[src/rtl/spi_pkg.sv]
// spi framing for an 8-bit command / 32-bit status target; 3-stage sync assumes sck well below clk/6

package spi_pkg;

  //////////////////////////////////////////////////////////////////////
  // frame widths

  // command bytes from the host
  localparam int byte_width = 8;

  // status word shifted back on miso
  localparam int word_width = 32;

  //////////////////////////////////////////////////////////////////////
  // synchronizer

  // stages per pin, the two oldest feed the edge compare
  localparam int sync_depth = 3;

  //////////////////////////////////////////////////////////////////////
  // payload types

  typedef logic [byte_width-1:0] byte_t;

  typedef logic [word_width-1:0] word_t;

  // bit position inside one received byte
  typedef logic [$clog2(byte_width)-1:0] bit_count_t;

endpackage

[src/rtl/integ_pkg.sv]
// integrator command set and counter types; codes outside this set are ignored by the controller

package integ_pkg;

  //////////////////////////////////////////////////////////////////////
  // command codes

  // open the reset switch, m_reset high
  localparam spi_pkg::byte_t cmd_integrate = 8'hca;

  // close the reset switch and short the cap
  localparam spi_pkg::byte_t cmd_short = 8'hcb;

  // zero the cycle count
  localparam spi_pkg::byte_t cmd_clear = 8'hcc;

  // input switched to 0 v, m_in high
  localparam spi_pkg::byte_t cmd_in_low_v = 8'hcd;

  // input switched to 5 v, m_in low
  localparam spi_pkg::byte_t cmd_in_high_v = 8'hce;

  //////////////////////////////////////////////////////////////////////
  // counters

  // free-running cycle count, same width as the miso word
  typedef logic [$bits(spi_pkg::word_t)-1:0] count_t;

  // divider bit for the blink led
  // bit 22 gives a visible blink at tens of mhz
  localparam int hb_bit_default = 22;

endpackage

[src/rtl/spi_edge_sync.sv]
// pins are async to clk; each sck level must last 3+ clk cycles or edges are lost

`timescale 1ns/100ps

module spi_edge_sync (
  input  logic clk,
  input  logic rst,
  input  logic sck,
  input  logic ssel,
  input  logic mosi,
  output logic sck_rise,
  output logic sck_fall,
  output logic sel_active,
  output logic sel_start,
  output logic mosi_data
);

  localparam int top = spi_pkg::sync_depth - 1;

  // sync chains, index 0 is nearest the pin
  logic [top:0] sck_r;
  logic [top:0] ssel_r;
  logic [top:0] mosi_r;

  //////////////////////////////////////////////////////////////////////
  // synchronizers and registered edge pulses

  always_ff @(posedge clk)
  begin
    if (rst)
    begin
      sck_r     <= '0;
      // select idles high
      ssel_r    <= '1;
      mosi_r    <= '0;
      sck_rise  <= 1'b0;
      sck_fall  <= 1'b0;
      sel_start <= 1'b0;
    end
    else
    begin
      sck_r  <= {sck_r[top-1:0], sck};
      ssel_r <= {ssel_r[top-1:0], ssel};
      mosi_r <= {mosi_r[top-1:0], mosi};
      // compare the two oldest stages
      sck_rise  <= (sck_r[top:top-1] == 2'b01);
      sck_fall  <= (sck_r[top:top-1] == 2'b10);
      // frame starts on the select fall
      sel_start <= (ssel_r[top:top-1] == 2'b10);
    end
  end

  // oldest stage, lines up with the registered pulses
  assign sel_active = ~ssel_r[top];
  assign mosi_data  = mosi_r[top];

endmodule

[src/rtl/spi_shifter.sv]
// msb-first shift register of any packed payload; load wins over shift in the same cycle

`timescale 1ns/100ps

module spi_shifter #(
  parameter type payload_t = logic [7:0]
) (
  input  logic     clk,
  input  logic     rst,
  input  logic     load,
  input  payload_t load_data,
  input  logic     shift,
  input  logic     serial_in,
  output payload_t data,
  output logic     serial_out
);

  localparam int width = $bits(payload_t);

  // bits below the msb, refilled from serial_in
  logic [width-2:0] low_bits;

  assign low_bits = data[width-2:0];

  always_ff @(posedge clk)
  begin
    if (rst)
    begin
      data <= '0;
    end
    else if (load)
    begin
      data <= load_data;
    end
    else if (shift)
    begin
      // left shift, new bit enters at the lsb
      data <= payload_t'({low_bits, serial_in});
    end
  end

  // msb leaves first
  assign serial_out = data[width-1];

endmodule

[src/rtl/spi_target.sv]
// spi mode 0 target, single device on the bus so miso is never tri-stated

`timescale 1ns/100ps

module spi_target (
  input  logic           clk,
  input  logic           rst,
  input  logic           sck,
  input  logic           ssel,
  input  logic           mosi,
  input  spi_pkg::word_t tx_word,
  output logic           miso,
  output logic           cmd_valid,
  output spi_pkg::byte_t cmd_byte
);

  logic sck_rise;
  logic sck_fall;
  logic sel_active;
  logic sel_start;
  logic mosi_data;

  spi_pkg::bit_count_t bit_cnt;

  spi_edge_sync sync_i (
    .clk        (clk),
    .rst        (rst),
    .sck        (sck),
    .ssel       (ssel),
    .mosi       (mosi),
    .sck_rise   (sck_rise),
    .sck_fall   (sck_fall),
    .sel_active (sel_active),
    .sel_start  (sel_start),
    .mosi_data  (mosi_data)
  );

  //////////////////////////////////////////////////////////////////////
  // receive side

  // held at zero outside a frame, drops partial bytes
  always_ff @(posedge clk)
  begin
    if (rst || !sel_active)
      bit_cnt <= '0;
    else if (sck_rise)
      bit_cnt <= bit_cnt + 1'b1;
  end

  // pulse lands with the last bit in the receive shifter
  always_ff @(posedge clk)
  begin
    if (rst)
      cmd_valid <= 1'b0;
    else
      cmd_valid <= sel_active && sck_rise &&
                   (bit_cnt == spi_pkg::bit_count_t'(spi_pkg::byte_width - 1));
  end

  // no parallel load on the receiver
  spi_shifter #(.payload_t(spi_pkg::byte_t)) rx_i (
    .clk        (clk),
    .rst        (rst),
    .load       (1'b0),
    .load_data  ('0),
    .shift      (sel_active && sck_rise),
    .serial_in  (mosi_data),
    .data       (cmd_byte),
    .serial_out ()
  );

  //////////////////////////////////////////////////////////////////////
  // transmit side

  // word latched at select fall, zeros shifted in behind it
  spi_shifter #(.payload_t(spi_pkg::word_t)) tx_i (
    .clk        (clk),
    .rst        (rst),
    .load       (sel_start),
    .load_data  (tx_word),
    .shift      (sel_active && sck_fall),
    .serial_in  (1'b0),
    .data       (),
    .serial_out (miso)
  );

endmodule

[src/rtl/integ_ctrl.sv]
// switch controls for the integrator; unknown command bytes leave all state as it was

`timescale 1ns/100ps

module integ_ctrl (
  input  logic             clk,
  input  logic             rst,
  input  logic             cmd_valid,
  input  spi_pkg::byte_t   cmd_byte,
  output logic             m_reset,
  output logic             m_in,
  output logic             m_ref,
  output logic             led_status,
  output integ_pkg::count_t count
);

  //////////////////////////////////////////////////////////////////////
  // switch registers

  always_ff @(posedge clk)
  begin
    if (rst)
    begin
      // cap shorted, input at 5 v
      m_reset <= 1'b0;
      m_in    <= 1'b0;
    end
    else if (cmd_valid)
    begin
      case (cmd_byte)
        integ_pkg::cmd_integrate: m_reset <= 1'b1;
        integ_pkg::cmd_short:     m_reset <= 1'b0;
        integ_pkg::cmd_in_low_v:  m_in    <= 1'b1;
        integ_pkg::cmd_in_high_v: m_in    <= 1'b0;
        // clear handled by the counter
        default:                  ;
      endcase
    end
  end

  // reference switch is always the complement
  assign m_ref = ~m_in;

  // status led lit while integrating
  assign led_status = m_reset;

  //////////////////////////////////////////////////////////////////////
  // cycle count

  // host reads this to time the integration
  always_ff @(posedge clk)
  begin
    if (rst)
      count <= '0;
    else if (cmd_valid && (cmd_byte == integ_pkg::cmd_clear))
      count <= '0;
    else
      count <= count + 1'b1;
  end

endmodule

[src/rtl/heartbeat.sv]
// blink led from a free-running divider; hb_bit must be below the counter width of 32

`timescale 1ns/100ps

module heartbeat #(
  parameter int hb_bit = integ_pkg::hb_bit_default
) (
  input  logic clk,
  input  logic rst,
  output logic led
);

  integ_pkg::count_t div_cnt;

  always_ff @(posedge clk)
  begin
    if (rst)
      div_cnt <= '0;
    else
      div_cnt <= div_cnt + 1'b1;
  end

  // toggles every 2**hb_bit cycles
  assign led = div_cnt[hb_bit];

endmodule

[src/rtl/integ_top.sv]
// board top for the integrator switches; no logic-supply output, vl is tied on the board

`timescale 1ns/100ps

module integ_top #(
  parameter int hb_bit = integ_pkg::hb_bit_default
) (
  input  logic clk,
  input  logic rst,
  input  logic sck,
  input  logic ssel,
  input  logic mosi,
  output logic miso,
  output logic led_heartbeat,
  output logic led_status,
  output logic m_reset,
  output logic m_in,
  output logic m_ref
);

  logic              cmd_valid;
  spi_pkg::byte_t    cmd_byte;
  integ_pkg::count_t count;

  //////////////////////////////////////////////////////////////////////
  // spi front end

  spi_target spi_target_i (
    .clk       (clk),
    .rst       (rst),
    .sck       (sck),
    .ssel      (ssel),
    .mosi      (mosi),
    .tx_word   (count),
    .miso      (miso),
    .cmd_valid (cmd_valid),
    .cmd_byte  (cmd_byte)
  );

  //////////////////////////////////////////////////////////////////////
  // command decode and switch drive

  integ_ctrl integ_ctrl_i (
    .clk        (clk),
    .rst        (rst),
    .cmd_valid  (cmd_valid),
    .cmd_byte   (cmd_byte),
    .m_reset    (m_reset),
    .m_in       (m_in),
    .m_ref      (m_ref),
    .led_status (led_status),
    .count      (count)
  );

  // stand-alone blink
  heartbeat #(.hb_bit(hb_bit)) heartbeat_i (
    .clk (clk),
    .rst (rst),
    .led (led_heartbeat)
  );

endmodule

[config.mk]
export PLATFORM = sky130hd
export DESIGN_NAME = integ_top
export DESIGN_NICKNAME = d
export VERILOG_FILES = /design/src/rtl/spi_pkg.sv /design/src/rtl/integ_pkg.sv /design/src/rtl/spi_edge_sync.sv /design/src/rtl/spi_shifter.sv /design/src/rtl/spi_target.sv /design/src/rtl/integ_ctrl.sv /design/src/rtl/heartbeat.sv /design/src/rtl/integ_top.sv
export SDC_FILE = /design/constraint.sdc
export NUM_CORES = 1
export LEC_CHECK = 0
export BUFFER_PORTS_ARGS = -buffer_cell sky130_fd_sc_hd__buf_2
export CELL_PAD_IN_SITES_DETAIL_PLACEMENT = 2
export CELL_PAD_IN_SITES_GLOBAL_PLACEMENT = 2
export CORE_UTILIZATION = 43
export DETAILED_ROUTE_END_ITERATION = 10
export PLACE_DENSITY_LB_ADDON = 0.12
export SETUP_SLACK_MARGIN = 0.1
export SYNTH_ARGS = -nofsm -noshare
export SYNTH_HDL_FRONTEND = slang
export SYNTH_SLANG_ARGS = --single-unit
[constraint.sdc]
create_clock -name clk -period 5.7 [get_ports clk]
set_input_delay 1.14 -clock clk [delete_from_list [all_inputs] [get_ports clk]]
set_output_delay 1.14 -clock clk [all_outputs]
set_load 0.01 [all_outputs]
==> flow_metrics.py, run 1 <==
metrics = {
    "floorplanning": {
        "initial_core_util": 0.444,
        "dieArea_mm2": 0.0117,
        "core_region_area_mm2": 0.0109,
        "rows": 38,
        "die_h_um": 108,
        "ioPinCount": 11,
        "die_width_um": 108,
    },
    "global_route": {
        "grt_max_degree": 81,
        "grt_pass1_vias": 4219,
        "grt_first_pass_wirelength_mm": 21.3,
        "gr-usage-all-layers": 0.240,
        "grt.overflow.total": 0,
        "grt_antenna_before_repair": 0,
    },
    "clocking": {
        "cts-buffers-inserted": 17,
        "cts_resized": 0,
        "cts_root_buf": "clkbuf_8",
        "clk_pin_slew_ps": 60,
        "cts_tree": "yes",
        "clkLatencyLatePin_ps": 520,
        "post_cts_buffers": 0,
        "h-tree-depth": 4,
        "clockBufferDepth": 2,
        "holdBufCountCts": 0,
        "cts.sinks": 113,
    },
    "power_and_ir_drop": {
        "power_density_mw_per_mm2": 328,
        "ir_worst_vdd_uv": 263,
        "leakage_nw": 1.90,
        "finalPower_w": 0.00180,
    },
    "run": {
        "max-cap-violations": 0,
    },
    "finish": {
        "final_util": 0.504,
        "finalNetCount": 531,
        "antenna_cells": 0,
        "drive_above_1_share": 0.154,
        "fin_area_mm2": 0.00549,
        "syn2layout_area_growth_pct": 13.7,
        "layout_commonest_cell": "dfxtp_1",
        "layout.cells.non_filler": 672,
        "final_cell_mix": "112 x dfxtp_1, 67 x nor2_1, 34 x a21oi_1, 32 x mux2_2, 32 x nand2_1",
    },
    "timing": {
        "setup_viol": 0,
        "fin_skew_ps": 9.73,
        "finalHoldViolCount": 0,
        "slew_violations": 0,
        "worstMarginPinSlew_ps": 1040,
        "fin_crit_ps": 2290,
        "rsz0062_at_grt": "no",
        "fmax_mhz": 437,
        "relSlewSlack": 0.306,
        "setup_tns_ps": 0,
        "fin_crit_sh": 0.402,
    },
    "logic_synthesis": {
        "synth-main-ff-cell": "dfxtp_1",
        "yosysSeqAreaShare": 0.468,
        "postSynth.asyncResetShare": 0,
        "synth_edf_count": 0,
        "syn_area_mm2": 0.00483,
        "syn-num-nets": 528,
        "synth_top_area_cell": "dfxtp_1",
        "synth.avg_cell_area_um2": 9.31,
        "yosysWarningCount": 0,
        "yosysTopAreaCellShare": 0.468,
        "syn-instance-count": 519,
        "synthTopCellsByArea": "dfxtp_1 47%, mux2_2 7.5%, mux2i_1 6.2%, nor2_1 5.2%, a21oi_1 3.5%",
        "synth-seq-cells": 113,
        "yosysUniqueCellTypes": 40,
    },
    "setup_path": {
        "critPathRequiredTime_ps": 6130,
        "crit_path_max_incr_delay_ps": 720,
        "critPathMaxFanout": 15,
        "crit_arrival_ps": 2720,
        "cp-end-kind": "register",
        "critical_path_class": "register to register",
        "slowest_stage": "or4_4",
        "cp_cell_sequence": "ha_1 > nand3_1 > or4_4 > or3_1 > a21oi_1",
        "startpoint_type": "register",
    },
    "drt": {
        "dr.pass1.iters": 4,
        "drc": 0,
        "viasPerCell": 5.68,
        "routed_wl_mm": 12.9,
        "drt_iter0_drc": 103,
        "vias": 3817,
        "routedWlPerCell_um": 19.3,
        "ant_nets": 0,
    },
    "placed_design": {
        "dpl.hpwl_mm": 7.77,
        "port_buffers": 10,
        "post_dp_cell_area_mm2": 0.00495,
        "gp_congestion": 0.723,
        "dp_cells": 643,
    },
    "hold_path": {
        "hp-class": "register to register",
    },
    "outcome": {
        "status": "finished, final reports clean",
    },
}
kinds of logic after synthesis:
logic type / after synthesis / share of synthesized area
AO/OA/AOI/OAI: 64 / 0.0744
multiplexers: 62 / 0.137
adder cells (fa/ha/maj): 4 / 0.0104
buffers and inverters: 40 / 0.0334
AND/OR/NAND/NOR: 209 / 0.228
flip-flops: 113 / 0.468
XOR/XNOR: 27 / 0.0490
state kept, by name, indices dropped and copies added, names as in the netlist:
| register | flops |
|---|---|
| integ_ctrl_i.m_in | 1 |
| spi_target_i.sync_i.sck_fall | 1 |
| spi_target_i.sync_i.sck_rise | 1 |
| spi_target_i.tx_i.data | 32 |
| integ_ctrl_i.led_status | 1 |
| spi_target_i.cmd_valid | 1 |
| spi_target_i.sync_i.sck_r | 3 |
| spi_target_i.bit_cnt | 3 |
| spi_target_i.sync_i.sel_start | 1 |
| spi_target_i.rx_i.data | 8 |
| integ_ctrl_i.count | 32 |
| heartbeat_i.div_cnt | 23 |
| spi_target_i.sync_i.mosi_r | 3 |
| spi_target_i.sync_i.ssel_r | 3 |
Yosys cell counts, types with 5 or more instances:
cell and instances:
o31ai_1 7, nand2_1 32, xor2_1 9, o21ai_0 16, or4_1 9, clkbuf_1 14, mux2_2 32, mux2i_1 30
or3_1 11, nor2_1 67, nor2b_1 12, nand3_1 17, dfxtp_1 113, nor4_1 5, xnor2_1 18, nor3_1 11
and4_1 6, a21oi_1 34, buf_1 9, nand4_1 17, inv_1 12
routing by layer:
layer / part of all wire / vias up / track usage
met1: 0.43 / 1910 / 0.268
met5: 0 / - / 0
met3: 0.022 / 15 / 0.0609
li1: - / 1843 / -
met4: 0.012 / 0 / 0.0802
met2: 0.53 / 49 / 0.441
critical path, delay by kind of cell (launching register included):
kind            cells  cell delay, ps
flops               1             410
fa+ha+maj           1             270
compound gates      1             210
simple gates        3            1320
power by group:
group	total, W	leakage (nW)	switching (W)	internal [W]
Clock	0.000958	0.265	0.000346	0.000612
Sequential	0.000810	0.914	0.0000108	0.000799
Combinational	0.0000317	0.722	0.0000202	0.0000114
Total	0.00180	1.90	0.000377	0.00142
final timing paths:
check,startpoint,end,slack [ps],cells past startpoint
hold / removal,spi_target_i.sync_i.sck_r[2],spi_target_i.sync_i.sck_rise,410,1
setup reg to reg,integ_ctrl_i.count[0],integ_ctrl_i.count[22],3410,5
setup / recovery,integ_ctrl_i.count[0],integ_ctrl_i.count[22],3410,5
hold reg to reg,spi_target_i.sync_i.sck_r[2],spi_target_i.sync_i.sck_rise,410,1
final cells by class:
| cell class | count | area, um2 |
|---|---|---|
| multi-input combinational | 366 | 2410 |
| inverter | 12 | 45.0 |
| timing repair buffer | 12 | 65.1 |
| sequential | 113 | 2260 |
| clock inverter | 6 | 57.6 |
| clock buffer | 23 | 477 |
| fill | 1156 | 5400 |
| tap | 140 | 175 |
metrics by stage:
step	hold WS, ps	setup slack [ps]
floorplan	383	3570
global placement	392	3310
detailed placement	404	3280
CTS	412	3380
global route	429	3290
finish	407	3410
Power figures use the tool's default switching activity.
==> run 2: changes to the inputs <==
- ABC_AREA: not set -> 1
- CORE_UTILIZATION: 43 -> 36
- clock period: 5.7 -> 2.3 ns (I/O delays scaled with it)
==> run 2 against run 1 <==
Sequential power is 150% higher; synthesized cell count is 37% higher; clock power grew to 3.0 times the previous value; critical path depth is 1 higher; global-route usage is 1.9 points lower; non-clock buffer count is 5 higher; worst hold slack worse by 190 ps; highest routed layer unchanged; utilization is 6.6 points lower; combinational power grew to 4.4 times the previous value; wire length is 14% higher; cell area is 7.5% higher.
==> flow_metrics.py, run 2 <==
metrics = {
    "global_route": {
        "grt_pass1_vias": 5154,
        "grt_max_degree": 53,
        "gr-usage-all-layers": 0.221,
        "grt_antenna_before_repair": 0,
        "grt.overflow.total": 0,
        "grt_first_pass_wirelength_mm": 25.0,
    },
    "clocking": {
        "clkLatencyLatePin_ps": 420,
        "cts_tree": "yes",
        "cts_root_buf": "clkbuf_16",
        "clockBufferDepth": 2,
        "holdBufCountCts": 0,
        "clk_pin_slew_ps": 60,
        "post_cts_buffers": 0,
        "cts-buffers-inserted": 17,
        "cts.sinks": 113,
        "h-tree-depth": 4,
        "cts_resized": 0,
    },
    "setup_path": {
        "cp_cell_sequence": "inv_1 > nand2_1 > nand2_2 > buf_4 > nor2_1 > a311oi_1",
        "critPathRequiredTime_ps": 2600,
        "slowest_stage": "nand2_2",
        "crit_arrival_ps": 1990,
        "crit_path_max_incr_delay_ps": 370,
        "critPathMaxFanout": 26,
        "r2r_end": "spi_target_i.tx_i.data[5]",
        "critical_path_class": "register to register",
        "rr_startpoint": "spi_target_i.sync_i.ssel_r[2]",
        "reg2reg_depth": 6,
        "cp-end-kind": "register",
        "critPathTopFamily": "simple AND/OR/NAND/NOR gates",
        "path_buf_inv": 2,
        "startpoint_type": "register",
        "rrSetupSlack_ps": 620,
    },
    "floorplanning": {
        "ioPinCount": 11,
        "core_region_area_mm2": 0.0135,
        "die_width_um": 120,
        "die_h_um": 120,
        "dieArea_mm2": 0.0145,
        "initial_core_util": 0.376,
        "rows": 42,
    },
    "timing": {
        "fin_crit_ps": 1680,
        "rsz0062_at_grt": "no",
        "worstMarginPinSlew_ps": 585,
        "fmax_mhz": 594,
        "slew_violations": 0,
        "fin_skew_ps": 12.6,
        "setup_viol": 0,
        "relSlewSlack": 0.610,
        "fin_crit_sh": 0.733,
        "setup_tns_ps": 0,
        "layout_setup_ws_ps": 615,
        "finalHoldViolCount": 0,
    },
    "logic_synthesis": {
        "yosysWarningCount": 0,
        "synth-main-ff-cell": "dfxtp_1",
        "syn_area_mm2": 0.00505,
        "postSynth.asyncResetShare": 0,
        "synth_commonest_cells": "201 x nand2_1, 136 x nor2_1, 113 x dfxtp_1, 59 x inv_1, 42 x a21oi_1",
        "yosysUniqueCellTypes": 32,
        "yosysSeqAreaShare": 0.448,
        "yosysTopAreaCellShare": 0.448,
        "synth-seq-cells": 113,
        "syn-instance-count": 713,
        "synth_top_area_cell": "dfxtp_1",
        "synth_edf_count": 0,
        "synth.most_common_cell": "nand2_1",
        "synthTopCellsByArea": "dfxtp_1 45%, nand2_1 15%, nor2_1 10%, a311oi_1 5.0%, inv_1 4.4%",
        "syn-num-nets": 722,
        "synth.avg_cell_area_um2": 7.09,
    },
    "placed_design": {
        "dp_slack_ps": 710,
        "gp_congestion": 0.794,
        "port_buffers": 10,
        "dpl.hpwl_mm": 10.3,
    },
    "finish": {
        "antenna_cells": 0,
        "seqCellArea_mm2": 0.00226,
        "reg_top3": "integ_ctrl_i.count (32), spi_target_i.tx_i.data (32), heartbeat_i.div_cnt (23)",
        "multi_input_area_mm2": 0.00244,
        "final_cell_mix": "201 x nand2_1, 136 x nor2_1, 113 x dfxtp_1, 59 x inv_1, 42 x a21oi_1",
        "fillCellCount": 1591,
        "layout_commonest_cell": "nand2_1",
        "drive_above_1_share": 0.110,
        "syn2layout_area_growth_pct": 16.7,
        "finalNetCount": 733,
        "final_util": 0.438,
    },
    "drt": {
        "dr.pass1.iters": 4,
        "wl_met1_mm": 6.54,
        "vias": 4650,
        "drc": 0,
        "routed_wl_mm": 14.8,
        "routedWlPerCell_um": 16.2,
        "wl_met2_mm": 7.78,
        "ant_nets": 0,
        "top_layer": "met4",
        "wl_met3_um": 301,
        "viasPerCell": 5.09,
        "drt_iter0_drc": 177,
    },
    "run": {
        "max-cap-violations": 0,
    },
    "outcome": {
        "status": "finished, final reports clean",
    },
    "power_and_ir_drop": {
        "ir_worst_vdd_uv": 445,
        "power_density_mw_per_mm2": 852,
        "leakage_nw": 2.17,
    },
    "hold_path": {
        "hold_path_end": "spi_target_i.sync_i.ssel_r[0]",
        "hp-start": "ssel",
        "hold_depth": 2,
        "hp-class": "input pin to register",
    },
}
==> run 2: cell count changes after synthesis, sizes merged, moves of 7 or more <==
| cell | change |
|---|---|
| nand2 | +176 |
| nor2 | +84 |
| inv | +49 |
| mux2 | -32 |
| mux2i | -30 |
| a311oi | +29 |
| nand4 | -14 |
| or3 | -13 |
| xnor2 | -13 |
| nand3 | +12 |
| nor2b | -12 |
| or4 | -11 |
| a21oi | +9 |
| o31ai | -7 |
==> run 2: through the flow <==
stage	hold slack, ps	power, W	instances	area (um2)
global placement	390	0.00219	881	5260
CTS	208	0.00509	913	5900
floorplan	388	0.00216	713	5050
detailed placement	402	0.00220	881	5260
finish	222	0.00503	913	5900
global route	227	0.00520	913	5900
==> run 2: worst max path at each step <==
| stage | cells past startpoint | startpoint | end |
|---|---|---|---|
| 3_3_place_gp | 7 | spi_target_i.rx_i.data[6] | integ_ctrl_i.count[29] |
| 4_1_cts | 6 | spi_target_i.sync_i.ssel_r[2] | spi_target_i.tx_i.data[5] |
| 3_5_place_dp | 7 | spi_target_i.rx_i.data[3] | integ_ctrl_i.count[25] |
| 6_report | 6 | spi_target_i.sync_i.ssel_r[2] | spi_target_i.tx_i.data[5] |
| 2_1_floorplan | 7 | rst | integ_ctrl_i.count[25] |
| 5_1_grt | 6 | spi_target_i.sync_i.ssel_r[2] | spi_target_i.tx_i.data[5] |
==> run 2: report_power, final <==
group          total [W]  switching, W  internal, W
clock            0.00287      0.000956      0.00191
combinational   0.000140     0.0000951    0.0000449
sequential       0.00202     0.0000230      0.00200
==> run 2: metal layers <==
| metal | up-vias | global-route usage |
|---|---|---|
| li1 | 2309 | - |
| met1 | 2293 | 0.252 |
| met2 | 37 | 0.404 |
| met3 | 11 | 0.0519 |
| met4 | 0 | 0.0710 |
| met5 | - | 0 |
==> run 2: final cells by class <==
| type | instances | share of cell area |
|---|---|---|
| multi-input cells | 514 | 0.414 |
| flip-flops and latches | 113 | 0.384 |
| clock buffers | 17 | 0.0721 |
| inverters | 61 | 0.0388 |
| well taps | 176 | 0.0373 |
| clock inverters | 15 | 0.0367 |
| repair buffers | 17 | 0.0174 |
==> run 2: cell families (layout without fill, tap and decap cells) <==
group           Yosys count  count (layout)  synth area share
fa+ha+maj                 4               4           0.00991
buf+inv                  86             110            0.0688
simple gates            406             406             0.339
compound gates           93              93             0.115
flops                   113             113             0.448
xor+xnor                 11              11            0.0191
==> run 3: changes to the inputs <==
- ABC_AREA: 1 -> 0
- CORE_UTILIZATION: 36 -> 40
- clock period: 2.3 -> 1.72 ns (I/O delays scaled with it)
==> run 3 against run 2 <==
The run now ends with design-rule violations, negative setup slack left; global-route usage is 5.3 points higher; clock skew increased by 5.5 ps; via count down 6.3%; cell count down 18%; sequential cell count is the same; critical path type unchanged; largest cell class unchanged.
==> flow_metrics.py, run 3 (synthesis gave the netlist of run 1 again) <==
metrics = {
    "global_route": {
        "grt_first_pass_wirelength_mm": 26.0,
        "gr-usage-all-layers": 0.274,
        "grt_pass1_vias": 4765,
        "grt_antenna_before_repair": 0,
        "grt_max_degree": 48,
        "grt.overflow.total": 0,
    },
    "finish": {
        "antenna_cells": 0,
        "finalNetCount": 607,
        "fillCellCount": 1152,
        "layout.cells.non_filler": 750,
        "layout_commonest_cell": "dfxtp_1",
        "drive_above_1_share": 0.371,
        "syn2layout_area_growth_pct": 34.0,
        "reg_top3": "integ_ctrl_i.count (32), spi_target_i.tx_i.data (32), heartbeat_i.div_cnt (23)",
        "final_cell_mix": "88 x dfxtp_1, 67 x nor2_1, 63 x buf_4, 32 x nand2_1, 31 x mux2_2",
    },
    "setup_path": {
        "startpoint_type": "register",
        "critical_path_class": "register to register",
        "cp-end-kind": "register",
        "critPathRequiredTime_ps": 2020,
        "crit_arrival_ps": 2260,
        "critPathMaxFanout": 7,
    },
    "timing": {
        "layout_setup_ws_ps": -247,
        "setup_tns_ps": -2670,
        "slew_violations": 0,
        "hold_ws_ps": 161,
        "fin_crit_ps": 1970,
        "relSlewSlack": 0.675,
        "finalHoldViolCount": 0,
        "fmax_mhz": 508,
        "worstMarginPinSlew_ps": 482,
        "setup_viol": 19,
        "fin_crit_sh": 1.14,
        "rsz0062_at_grt": "yes",
        "fin_skew_ps": 18.1,
    },
    "floorplanning": {
        "initial_core_util": 0.416,
        "die_width_um": 112,
        "ioPinCount": 11,
        "core_region_area_mm2": 0.0116,
        "die_h_um": 112,
        "dieArea_mm2": 0.0125,
        "rows": 39,
    },
    "outcome": {
        "status": "finished, violations left",
        "violations": "design-rule violations, negative setup slack",
    },
    "placed_design": {
        "port_buffers": 10,
        "dpl.hpwl_mm": 8.58,
        "dp_cells": 691,
        "gp_congestion": 0.751,
    },
    "clocking": {
        "cts_root_buf": "clkbuf_16",
        "cts_tree": "yes",
        "clkLatencyLatePin_ps": 440,
        "cts.sinks": 113,
        "h-tree-depth": 4,
        "cts-buffers-inserted": 17,
        "clk_pin_slew_ps": 60,
        "holdBufCountCts": 0,
        "clockBufferDepth": 2,
    },
    "drt": {
        "routed_wl_mm": 19.5,
        "ant_nets": 0,
        "drc": 1,
        "dr.pass1.iters": 7,
        "vias": 4359,
        "routedWlPerCell_um": 26.0,
        "viasPerCell": 5.81,
        "drt_iter0_drc": 227,
    },
    "hold_path": {
        "hp-class": "input pin to register",
    },
    "power_and_ir_drop": {
        "leakage_nw": 2.40,
        "ir_worst_vdd_uv": 708,
        "power_density_mw_per_mm2": 929,
    },
    "run": {
        "max-cap-violations": 0,
    },
}
==> run 3: final timing paths <==
path	from	to	slack, ps	cells after the start
worst max-delay path	integ_ctrl_i.count[11]	integ_ctrl_i.count[25]	-250	6
worst min register to register	spi_target_i.sync_i.ssel_r[1]	spi_target_i.sync_i.ssel_r[2]	430	1
worst min-delay path	sck	spi_target_i.sync_i.sck_r[0]	160	2
worst max register to register	integ_ctrl_i.count[11]	integ_ctrl_i.count[25]	-250	6
==> run 3: critical path, cell delays in order, from the launching register on <==
cell and delay, ps:
dfxtp_1 370, nand4_1 200, or4_4 560, buf_12 160, buf_4 140, o31ai_1 260
a21oi_1 140
==> run 3: area by class of cell <==
type                    instances  area [um2]  share of cell area
clock inverters                 1        5.00            0.000773
multi-input cells             367        2710               0.418
clock buffers                  27         493              0.0762
well taps                     143         179              0.0276
repair buffers                 87         738               0.114
inverters                      12        45.0             0.00696
flip-flops and latches        113        2310               0.356
==> run 3: metal layers <==
layer  global-route usage  part of all wire  vias up
met4                0.124             0.045        0
met2                0.507              0.53       99
met1                0.292              0.39     2209
met5                    0                 0        -
li1                     -                 -     1990
met3               0.0697             0.034       61
==> run 3: repair_timing <==
| action | 4_1_cts | 5_1_grt |
|---|---|---|
| setup buffers | 21 | 11 |
| cloned | 1 | 1 |
| setup endpoints to repair | 21 | 54 |
| resized for setup | 44 | 42 |
| pin swaps | 22 | 22 |
==> run 3: stage by stage <==
stage | total power, W | util | area [um2] | setup slack [ps]
after floorplan | 0.00281 | - | 4910 | 0.378
after detailed placement | 0.00287 | 0.465 | 5400 | -84.5
after global routing | 0.00618 | 0.557 | 6470 | -293
final | 0.00602 | 0.557 | 6470 | -247
after global placement | 0.00286 | 0.465 | 5400 | -24.9
after CTS | 0.00597 | 0.536 | 6220 | -118
==> run 3: where the power goes <==
part           total [W]  internal (W)  switching [W]
Clock            0.00313       0.00192        0.00122
Combinational   0.000206     0.0000915       0.000114
Sequential       0.00268       0.00265      0.0000291
Total            0.00602       0.00465        0.00136
